File: config.mk
export PLATFORM = sky130hd
export DESIGN_NAME = decodeStage
export DESIGN_NICKNAME = d
export VERILOG_FILES = /design/src/hdl/core_pkg.sv /design/src/hdl/decodeStage.sv
export VERILOG_INCLUDE_DIRS = /design/src /design/src/hdl
export SDC_FILE = /design/constraint.sdc
export NUM_CORES = 1
export LEC_CHECK = 0
export BUFFER_PORTS_ARGS = -buffer_cell sky130_fd_sc_hd__buf_2
export CAP_MARGIN = 10
export CORE_MARGIN = 2
export CORE_UTILIZATION = 40
export CTS_CLUSTER_DIAMETER = 60
export DETAILED_ROUTE_END_ITERATION = 8
export PLACE_DENSITY = 0.72
export SLEW_MARGIN = 20
export SYNTH_ARGS = -nofsm -noshare
export SYNTH_HDL_FRONTEND = slang
export SYNTH_SLANG_ARGS = --single-unit
File: constraint.sdc
create_clock -name clk -period 1.68 [get_ports clk]
set_clock_uncertainty 0.05 [all_clocks]
set_input_delay 0.336 -clock clk [delete_from_list [all_inputs] [get_ports clk]]
set_output_delay 0.336 -clock clk [all_outputs]
set_load 0.05 [all_outputs]
File: src/hdl/core_defines.svh
`ifndef CORE_DEFINES_SVH
`define CORE_DEFINES_SVH

// Width of a data word and of an instruction word
`define CORE_XLEN 32

// Architectural register file
`define CORE_NREG 8   // Number of general registers
`define CORE_REGW 3   // Bits of a register index

// The PC counts words, not bytes
`define CORE_PCW 16

// Data RAM inside the memory stage
`define CORE_DMEM_DEPTH 256  // Words of data memory
`define CORE_DMEM_AW 8       // Low result bits that address the data RAM

`endif

File: src/hdl/core_pkg.sv
`include "core_defines.svh"

package core_pkg;

  // Opcode sits in the top nibble of every instruction word
  typedef enum logic [3:0] {
    opNop  = 4'd0,
    opAdd  = 4'd1,  // rd = rn + rm
    opSub  = 4'd2,  // rd = rn - rm
    opAddi = 4'd3,  // rd = rn + imm
    opMla  = 4'd4,  // rd = rn * rm + ra
    opLdr  = 4'd5,  // rd = mem[rn + imm]
    opStr  = 4'd6,  // mem[rn + imm] = rm
    opBz   = 4'd7   // pc = pc + offset when rn is zero
  } opcodeE;

  // Register format used by every instruction except BZ
  typedef struct packed {
    opcodeE                opcode;
    logic [`CORE_REGW-1:0] rd;
    logic [`CORE_REGW-1:0] rn;
    logic [`CORE_REGW-1:0] rm;
    logic [`CORE_REGW-1:0] ra;
    logic signed [15:0]    imm;
  } dpFormatS;

  // Branch format, rn moves up to make room for a wide word offset
  typedef struct packed {
    opcodeE                opcode;
    logic [`CORE_REGW-1:0] rn;
    logic signed [24:0]    offset;
  } brFormatS;

  typedef union packed {
    dpFormatS dp;
    brFormatS br;
  } instrU;

  typedef struct packed {
    logic                 valid;
    logic [`CORE_PCW-1:0] pc;
    instrU                instr;
  } fetchToDecS;

  typedef struct packed {
    logic                  valid;
    opcodeE                opcode;
    logic [`CORE_REGW-1:0] rd;
    logic [`CORE_REGW-1:0] rn;   // Index behind opA
    logic [`CORE_REGW-1:0] rm;   // Index behind opB
    logic [`CORE_REGW-1:0] ra;   // Index behind opC
    logic [`CORE_XLEN-1:0] opA;
    logic [`CORE_XLEN-1:0] opB;
    logic [`CORE_XLEN-1:0] opC;
    logic [`CORE_XLEN-1:0] imm;  // Sign extended immediate or branch offset
    logic [`CORE_PCW-1:0]  pc;
    logic                  regWrite;
    logic                  memToReg;
    logic                  memWrite;
  } decToExeS;

  typedef struct packed {
    logic                  valid;
    logic [`CORE_REGW-1:0] rd;
    logic [`CORE_XLEN-1:0] result;     // ALU value or data address
    logic [`CORE_XLEN-1:0] storeData;
    logic                  regWrite;
    logic                  memToReg;
    logic                  memWrite;
  } exeToMemS;

  typedef struct packed {
    logic                  valid;
    logic [`CORE_REGW-1:0] rd;
    logic [`CORE_XLEN-1:0] value;
    logic                  regWrite;
  } memToWbS;

  // Source registers of the decoding instruction, bit 0 of useMask is rn, bit 2 is ra
  typedef struct packed {
    logic [`CORE_REGW-1:0] rn;
    logic [`CORE_REGW-1:0] rm;
    logic [`CORE_REGW-1:0] ra;
    logic [2:0]            useMask;
  } decRegsS;

  // Forward select is 2 for memory stage, 1 for writeback, 0 for register file
  typedef struct packed {
    logic [1:0] forwardA;
    logic [1:0] forwardB;
    logic [1:0] forwardC;
    logic       stallF;
    logic       stallD;
    logic       flushD;
    logic       flushE;
  } hazardCtrlS;

endpackage

File: src/hdl/decodeStage.sv
`include "core_defines.svh"

module decodeStage (
  input  logic                  clk,
  input  logic                  arstN,
  input  core_pkg::hazardCtrlS  hz,
  input  core_pkg::fetchToDecS  fromFetch,
  output logic [`CORE_REGW-1:0] regAddrA,
  output logic [`CORE_REGW-1:0] regAddrB,
  output logic [`CORE_REGW-1:0] regAddrC,
  input  logic [`CORE_XLEN-1:0] regDataA,
  input  logic [`CORE_XLEN-1:0] regDataB,
  input  logic [`CORE_XLEN-1:0] regDataC,
  output core_pkg::decRegsS     decRegs,
  output core_pkg::decToExeS    toExe
);

  core_pkg::opcodeE      opcode;
  logic                  isBranch;
  logic                  regWrite;
  logic                  memToReg;
  logic                  memWrite;
  logic [2:0]            useMask;
  logic [`CORE_XLEN-1:0] immExt;

  assign opcode   = fromFetch.instr.dp.opcode;  // Opcode field is shared by both views
  assign isBranch = (opcode == core_pkg::opBz);

  // BZ keeps rn in the rd slot, everything else uses the register format
  assign regAddrA = isBranch ? fromFetch.instr.br.rn : fromFetch.instr.dp.rn;
  assign regAddrB = fromFetch.instr.dp.rm;  // Second ALU operand and STR data
  assign regAddrC = fromFetch.instr.dp.ra;  // Accumulator of MLA
  assign immExt   = isBranch ? `CORE_XLEN'($signed(fromFetch.instr.br.offset))
                             : `CORE_XLEN'($signed(fromFetch.instr.dp.imm));

  // Control bits and the set of registers the instruction really reads
  always_comb begin
    regWrite = 1'b0;
    memToReg = 1'b0;
    memWrite = 1'b0;
    useMask  = 3'b000;
    case (opcode)
      core_pkg::opAdd, core_pkg::opSub: begin
        regWrite = 1'b1;
        useMask  = 3'b011;
      end
      core_pkg::opAddi: begin
        regWrite = 1'b1;
        useMask  = 3'b001;
      end
      core_pkg::opMla: begin
        regWrite = 1'b1;
        useMask  = 3'b111;  // All three read ports busy
      end
      core_pkg::opLdr: begin
        regWrite = 1'b1;
        memToReg = 1'b1;
        useMask  = 3'b001;
      end
      core_pkg::opStr: begin
        memWrite = 1'b1;
        useMask  = 3'b011;  // Address base and store data
      end
      core_pkg::opBz:  useMask = 3'b001;
      default:         useMask = 3'b000;  // NOP and unused codes do nothing
    endcase
  end

  // A bubble in the fetch register reads nothing and writes nothing
  assign decRegs.rn      = regAddrA;
  assign decRegs.rm      = regAddrB;
  assign decRegs.ra      = regAddrC;
  assign decRegs.useMask = fromFetch.valid ? useMask : 3'b000;

  // Decode to execute register
  always_ff @(posedge clk or negedge arstN) begin
    if (!arstN) begin
      toExe <= '0;
    end else if (hz.flushE) begin
      toExe <= '0;  // Bubble for a load-use stall or a taken branch
    end else if (!hz.stallD) begin
      toExe.valid    <= fromFetch.valid;
      toExe.opcode   <= opcode;
      toExe.rd       <= fromFetch.instr.dp.rd;
      toExe.rn       <= regAddrA;
      toExe.rm       <= regAddrB;
      toExe.ra       <= regAddrC;
      toExe.opA      <= regDataA;
      toExe.opB      <= regDataB;
      toExe.opC      <= regDataC;
      toExe.imm      <= immExt;
      toExe.pc       <= fromFetch.pc;
      toExe.regWrite <= fromFetch.valid && regWrite;
      toExe.memToReg <= fromFetch.valid && memToReg;
      toExe.memWrite <= fromFetch.valid && memWrite;
    end
  end

endmodule

==> results of run 1 <==
==> cells by family after synthesis <==
group | synth area share
muxes | 0.218
and+or+nand+nor | 0.105
AOI/OAI and AO/OA | 0.0251
DFF | 0.591
buffers and inverters | 0.0607
==> repair_timing <==
action	CTS	global route
gates resized for setup	17	8
setup endpoints to repair	8	7
setup buffers	1	1
hold endpoints to repair	34	0
hold buffers	1	0
==> placed cells by master (no fill, tap or decap), drive strengths merged <==
cell type	netlist	final
clkinvlp	0	2
a21oi	7	7
nand2	2	2
nor3	9	9
mux2	3	3
dlygate4sd3	0	1
nand4b	2	2
clkbuf	17	21
a2111oi	9	9
nor2b	2	2
inv	12	12
o21ai	1	1
nor2	144	144
clkinv	0	5
and3	1	1
bufinv	0	4
mux2i	141	141
and4bb	1	1
o21a	3	3
buf	42	362
a32oi	1	1
dfrtp	157	157
nor3b	1	1
nand4	1	1
or3	1	1
and2	1	1
==> final cells by class <==
| class | instances | area, um^2 |
|---|---|---|
| fill | 1430 | 7120 |
| sequential | 157 | 3930 |
| multi-input combinational | 330 | 2330 |
| timing repair buffer | 364 | 2090 |
| clock buffer | 20 | 447 |
| tap | 220 | 275 |
| clock inverter | 11 | 168 |
| inverter | 12 | 45.0 |
==> worst max-delay path, cell delays in order <==
cell,delay [ns]
buf_4,0.12
buf_4,0.13
nand4b_4,0.14
mux2_4,0.37
buf_8,0.16
==> synthesized netlist by cell type, drive strengths merged (2+ instances only) <==
library cell / count / share of area
clkbuf: 17 / 0.0096
o21a: 3 / 0.0034
nor2: 144 / 0.081
a21oi: 7 / 0.0053
nand4b: 2 / 0.0049
nor2b: 2 / 0.0019
mux2i: 141 / 0.21
a2111oi: 9 / 0.014
inv: 12 / 0.0068
dfrtp: 157 / 0.59
nand2: 2 / 0.0011
buf: 42 / 0.044
nor3: 9 / 0.0068
mux2: 3 / 0.0056
==> per-layer routing <==
| metal | global-route usage | vias up |
|---|---|---|
| li1 | - | 2485 |
| met1 | 0.239 | 2476 |
| met2 | 0.326 | 198 |
| met3 | 0.0479 | 18 |
| met4 | 0.0645 | 0 |
| met5 | 0 | - |
==> metrics by stage <==
stage	instance area, um^2	total power, mW	instances	utilization
2_1_floorplan	6640	5.61	558	-
3_3_place_gp	8570	6.24	1080	0.522
3_5_place_dp	8570	6.27	1080	0.522
4_1_cts	9250	10.4	1113	0.564
5_1_grt	9290	10.6	1114	0.566
6_report	9290	10.2	1114	0.566
==> worst paths after layout <==
| path | to | slack (ns) | cells past startpoint |
|---|---|---|---|
| hold / removal | toExe[24] | 0.11 | 3 |
| setup reg to reg | toExe[49] | 0.61 | 2 |
| min in group asynchronous | toExe[33] | 0.37 | 2 |
| hold reg to reg | toExe[2] | 0.46 | 2 |
| max in group asynchronous | toExe[49] | 0.65 | 3 |
| setup / recovery | decRegs[10] | 0.03 | 5 |
==> power breakdown <==
part	switching [mW]	leakage (nW)	internal [mW]
sequential	0.117	2.08	4.00
combinational	1.49	2.94	0.617
clock	1.50	0.296	2.52
total	3.11	5.32	7.13
==> impl_metrics.py, run 1 <==
metrics = {
    "timing": {
        "min_period_over_period": 0.981,
        "rsz0062_at_grt": "false",
        "setup-violations-final": 0,
        "fin_ws_ns": 0.0320,
        "slew_viol_final": 0,
        "max_slew_margin": 0.703,
        "worst_pin_slew_ns": 0.445,
        "period_needed_ns": 1.65,
        "hold_viol_final": 0,
        "finalSetupTns_ns": 0,
        "max_freq_mhz": 607,
        "holdWs_ns": 0.113,
    },
    "finish": {
        "area.growth.synth_to_final_pct": 39.8,
        "layout.nets": 1039,
        "largest_reg_flops": 157,
        "regMostFlops": "toExe",
        "insertedDiodeCount": 0,
        "drive_gt1_frac": 0.450,
        "largestRegisters": "toExe x157",
    },
    "detailed_routing": {
        "drc_errors": 0,
        "drt-total-wl_mm": 17.1,
        "route.met2.wl_mm": 8.63,
        "drtIter0Drc": 228,
        "top_layer": "met4",
        "viasPerCell": 4.65,
        "ant_nets": 0,
        "met3_length_mm": 1.05,
        "met1_length_mm": 7.08,
        "routedWlPerCell_um": 15.3,
        "vias": 5177,
        "firstDrtPassIters": 6,
    },
    "synthesis": {
        "synth_seq_cells": 157,
        "yosysWarnings": 0,
        "synth_area_um2": 6640,
        "synth_cell_types": 27,
        "ys_seq_area_frac": 0.591,
        "synthFlopType": "dfrtp_1",
        "syn_nets": 715,
        "synth_edf_count": 0,
        "synthArstFlopShare": 1.00,
        "synth.avg_cell_area_um2": 11.9,
        "synth_cells": 558,
    },
    "critical_path": {
        "worst_setup_path_end_kind": "output port",
        "cp_max_fo": 7,
        "crit_type": "primary input to output port",
        "arrival_ns": 1.26,
        "reg2reg_from": "toExe[49]",
        "start_kind": "primary input",
        "cp_data_required_time_ns": 1.29,
        "cp-startpoint": "fromFetch[29]",
    },
    "pwr": {
        "pwr_density_cell_nw_per_um2": 1100,
        "vdd_drop_max_uv": 602,
        "p_leak_nw": 5.32,
    },
    "clock_network": {
        "clk_pin_slew_ns": 0.06,
        "numCtsBuffers": 17,
        "clock_path_buffers": 2,
        "tritoncts": "done",
        "htree_levels": 4,
        "cts_sinks": 157,
        "cts_root_buf": "clkbuf_16",
        "insertion_delay_ns": 0.40,
    },
    "die": {
        "start_util": 0.405,
        "rows": 47,
        "ios": 342,
        "die_w_um": 133,
        "core_area_um2": 16400,
        "die-area_um2": 17700,
        "die_y_um": 133,
    },
    "place": {
        "place_congestion": 0.748,
        "portBuffers": 333,
        "pre_cts_slack_ns": -0.0674,
        "dp_hpwl_mm": 12.1,
    },
    "worst_hold_path": {
        "min_path_type": "primary input to register",
        "holdCritStartpoint": "fromFetch[5]",
    },
    "status": {
        "run_status": "finished clean",
    },
    "global_route": {
        "grt_pass1_wl_mm": 26.8,
        "grt_max_degree": 61,
        "grt.total_usage": 0.192,
        "antenna_found_initial": 0,
        "grt_pass1_vias": 5188,
        "grt-ovfl-total": 0,
    },
    "job": {
        "timing.max_cap.violations": 0,
    },
}
Note: power is estimated with default switching activity, not from simulation.
==> run 2: changes to the inputs <==
--- a/config.mk
+++ b/config.mk
@@ -6,13 +6,14 @@
 export SDC_FILE = /design/constraint.sdc
 export NUM_CORES = 1
 export LEC_CHECK = 0
+export ABC_AREA = 1
 export BUFFER_PORTS_ARGS = -buffer_cell sky130_fd_sc_hd__buf_2
 export CAP_MARGIN = 10
-export CORE_MARGIN = 2
-export CORE_UTILIZATION = 40
+export CORE_AREA = 2 2 134 136
 export CTS_CLUSTER_DIAMETER = 60
 export DETAILED_ROUTE_END_ITERATION = 8
-export PLACE_DENSITY = 0.72
+export DIE_AREA = 0 0 136 138
+export PLACE_DENSITY = 0.66
 export SLEW_MARGIN = 20
 export SYNTH_ARGS = -nofsm -noshare
 export SYNTH_HDL_FRONTEND = slang
==> run 2 against run 1 <==
  * Core utilization fell by 8.7 points
  * Worst hold slack got worse by 0.014 ns
  * Sequential power barely moved
  * Setup slack improved by 0.046 ns
  * Clock power fell by 10%
==> impl_metrics.py, run 2 <==
metrics = {
    "finish": {
        "largestRegisters": "toExe x157",
        "ff_latch_area_um2": 3930,
        "area.growth.synth_to_final_pct": 39.4,
        "fillers": 1643,
        "mostFrequentLayoutCell": "buf_2",
        "largest_reg_flops": 157,
        "layout.nets": 926,
        "drive_gt1_frac": 0.508,
        "insertedDiodeCount": 0,
        "multi_input_area_um2": 1600,
        "regMostFlops": "toExe",
        "final_cell_mix": "buf_2, dfrtp_1, a22o_1",
    },
    "die": {
        "die-area_um2": 18800,
        "die_w_um": 136,
        "rows": 49,
        "start_util": 0.343,
        "die_y_um": 138,
        "core_area_um2": 17500,
        "ios": 342,
    },
    "timing": {
        "max_slew_margin": 0.741,
        "worst_pin_slew_ns": 0.388,
        "min_period_over_period": 0.954,
        "period_needed_ns": 1.60,
        "rsz0062_at_grt": "false",
        "max_freq_mhz": 624,
        "fin_ws_ns": 0.0780,
        "setup-violations-final": 0,
        "slew_viol_final": 0,
        "finalSetupTns_ns": 0,
        "hold_viol_final": 0,
    },
    "critical_path": {
        "cp-startpoint": "fromFetch[28]",
        "start_kind": "primary input",
        "cp_slowest_cell": "clkbuf_4",
        "cp_data_required_time_ns": 1.29,
        "path_cells": "buf_2, nand2_1, inv_1, nand2_1, nand2_1, and2_4, clkbuf_4",
        "reg2reg_to": "toExe[49]",
        "worst_setup_path_end_kind": "output port",
        "cpPeakStageDelay_ns": 0.22,
        "crit_type": "primary input to output port",
        "arrival_ns": 1.22,
        "reg2reg_from": "toExe[49]",
        "path_common_cell": "nand2_1",
        "r2r_cells": 2,
        "cp_max_fo": 4,
        "endpoint": "decRegs[10]",
        "reg2reg_slack_ns": 0.90,
    },
    "place": {
        "portBuffers": 333,
        "place_congestion": 0.786,
        "dp_hpwl_mm": 11.8,
        "pre_cts_slack_ns": -0.00804,
    },
    "clock_network": {
        "numCtsBuffers": 17,
        "cts_sinks": 157,
        "clock_path_buffers": 2,
        "insertion_delay_ns": 0.41,
        "htree_levels": 4,
        "cts_root_buf": "clkbuf_16",
        "tritoncts": "done",
        "clk_pin_slew_ns": 0.07,
    },
    "detailed_routing": {
        "viasPerCell": 4.76,
        "drc_errors": 0,
        "vias": 4815,
        "top_layer": "met4",
        "met3_length_mm": 1.37,
        "drt-total-wl_mm": 16.5,
        "routedWlPerCell_um": 16.3,
        "route.met2.wl_mm": 7.66,
        "ant_nets": 0,
        "drtIter0Drc": 168,
        "firstDrtPassIters": 6,
        "met1_length_mm": 7.12,
    },
    "synthesis": {
        "synthDominantCellAreaShare": 0.653,
        "synth_top_cell_by_area": "dfrtp_1",
        "ys_seq_area_frac": 0.653,
        "yosysWarnings": 0,
        "synth_common_cells": "dfrtp_1, a22o_1, nand2_1",
        "netlist_top_cells_area": "dfrtp_1, a22o_1, buf_4, buf_6, nand2_1",
        "post-synth-top-count-cell": "dfrtp_1",
        "synthArstFlopShare": 1.00,
        "synth_cell_types": 18,
        "synth_edf_count": 0,
        "synth_cells": 449,
        "synth_area_um2": 6020,
        "synth_seq_cells": 157,
        "synth.avg_cell_area_um2": 13.4,
        "synthFlopType": "dfrtp_1",
        "syn_nets": 606,
    },
    "global_route": {
        "grt_pass1_vias": 4625,
        "grt_max_degree": 82,
        "grt_pass1_wl_mm": 25.0,
        "grt.total_usage": 0.171,
        "antenna_found_initial": 0,
        "grt-ovfl-total": 0,
    },
    "pwr": {
        "p_leak_nw": 4.73,
        "vdd_drop_max_uv": 621,
        "pwr_density_cell_nw_per_um2": 1150,
    },
    "job": {
        "timing.max_cap.violations": 0,
    },
    "worst_hold_path": {
        "min_path_type": "primary input to register",
    },
    "status": {
        "run_status": "finished clean",
    },
}
==> run 2: changes by cell type after synthesis, moves of 17 or more <==
cell      previous run  this run
nor2_1             144         4
clkbuf_1            17         0
mux2i_1            141         0
nand2_1              2        39
a22o_1               0       134
nand3_1              0        27
==> run 2: repair_timing <==
item                                    in CTS  in global routing
pin swaps                                    0                  0
endpoints found under the setup margin       6                  5
hold buffers                                 1                  0
buffers inserted                             0                  0
hold endpoints to repair                    32                  0
gates cloned                                 0                  0
gates resized for setup                      4                  4
==> run 2: worst max-delay path, delay by kind of cell <==
kind | cells | cell delay [ns]
buffers and inverters | 3 | 0.45
and+or+nand+nor | 4 | 0.43
==> run 2: kinds of logic (layout without fill, tap and decap cells) <==
| kind of cell | after synthesis | in the layout | synth area share |
|---|---|---|---|
| compound gates | 143 | 143 | 0.202 |
| buf+inv | 70 | 403 | 0.0840 |
| flops | 157 | 157 | 0.653 |
| simple gates | 79 | 79 | 0.0607 |
==> run 2: per-layer routing <==
layer / track usage / up-vias
met3: 0.0561 / 21
met4: 0.0565 / 0
met5: 0 / -
li1: - / 2266
met1: 0.224 / 2306
met2: 0.266 / 222
==> run 2: per-stage QoR <==
step / total power [mW] / utilization / instance area [um^2] / hold WS [ns] / cells
2_1_floorplan: 5.47 / - / 6030 / -0.00959 / 449
3_3_place_gp: 6.05 / 0.445 / 7800 / 0.228 / 978
3_5_place_dp: 6.07 / 0.445 / 7800 / 0.226 / 978
4_1_cts: 9.74 / 0.478 / 8380 / 0.0759 / 1011
5_1_grt: 10.0 / 0.479 / 8390 / 0.0732 / 1011
6_report: 9.61 / 0.479 / 8390 / 0.0994 / 1011
==> run 2: where the power goes <==
group          internal [mW]  total, mW  leakage, nW  switching (mW)
clock network           1.99       3.61        0.276            1.62
registers               3.99       4.10         2.09           0.111
logic                  0.518       1.89         2.36            1.37
==> run 2: how the worst min path moves through the flow <==
stage	from	end	cells after the start
global placement	arstN	toExe[51]	1
floorplan	arstN	toExe[0]	0
global route	regDataA[17]	toExe[132]	2
detailed placement	arstN	toExe[51]	1
CTS	regDataA[7]	toExe[122]	2
finish	regDataB[20]	toExe[103]	2
==> run 2: area by class of cell <==
class                      instances  share of cell area
inverter                          15             0.00671
multi-input combinational        222               0.191
sequential                       157               0.468
clock buffer                      18              0.0523
tap                              229              0.0341
timing repair buffer             356               0.233
clock inverter                    14              0.0146
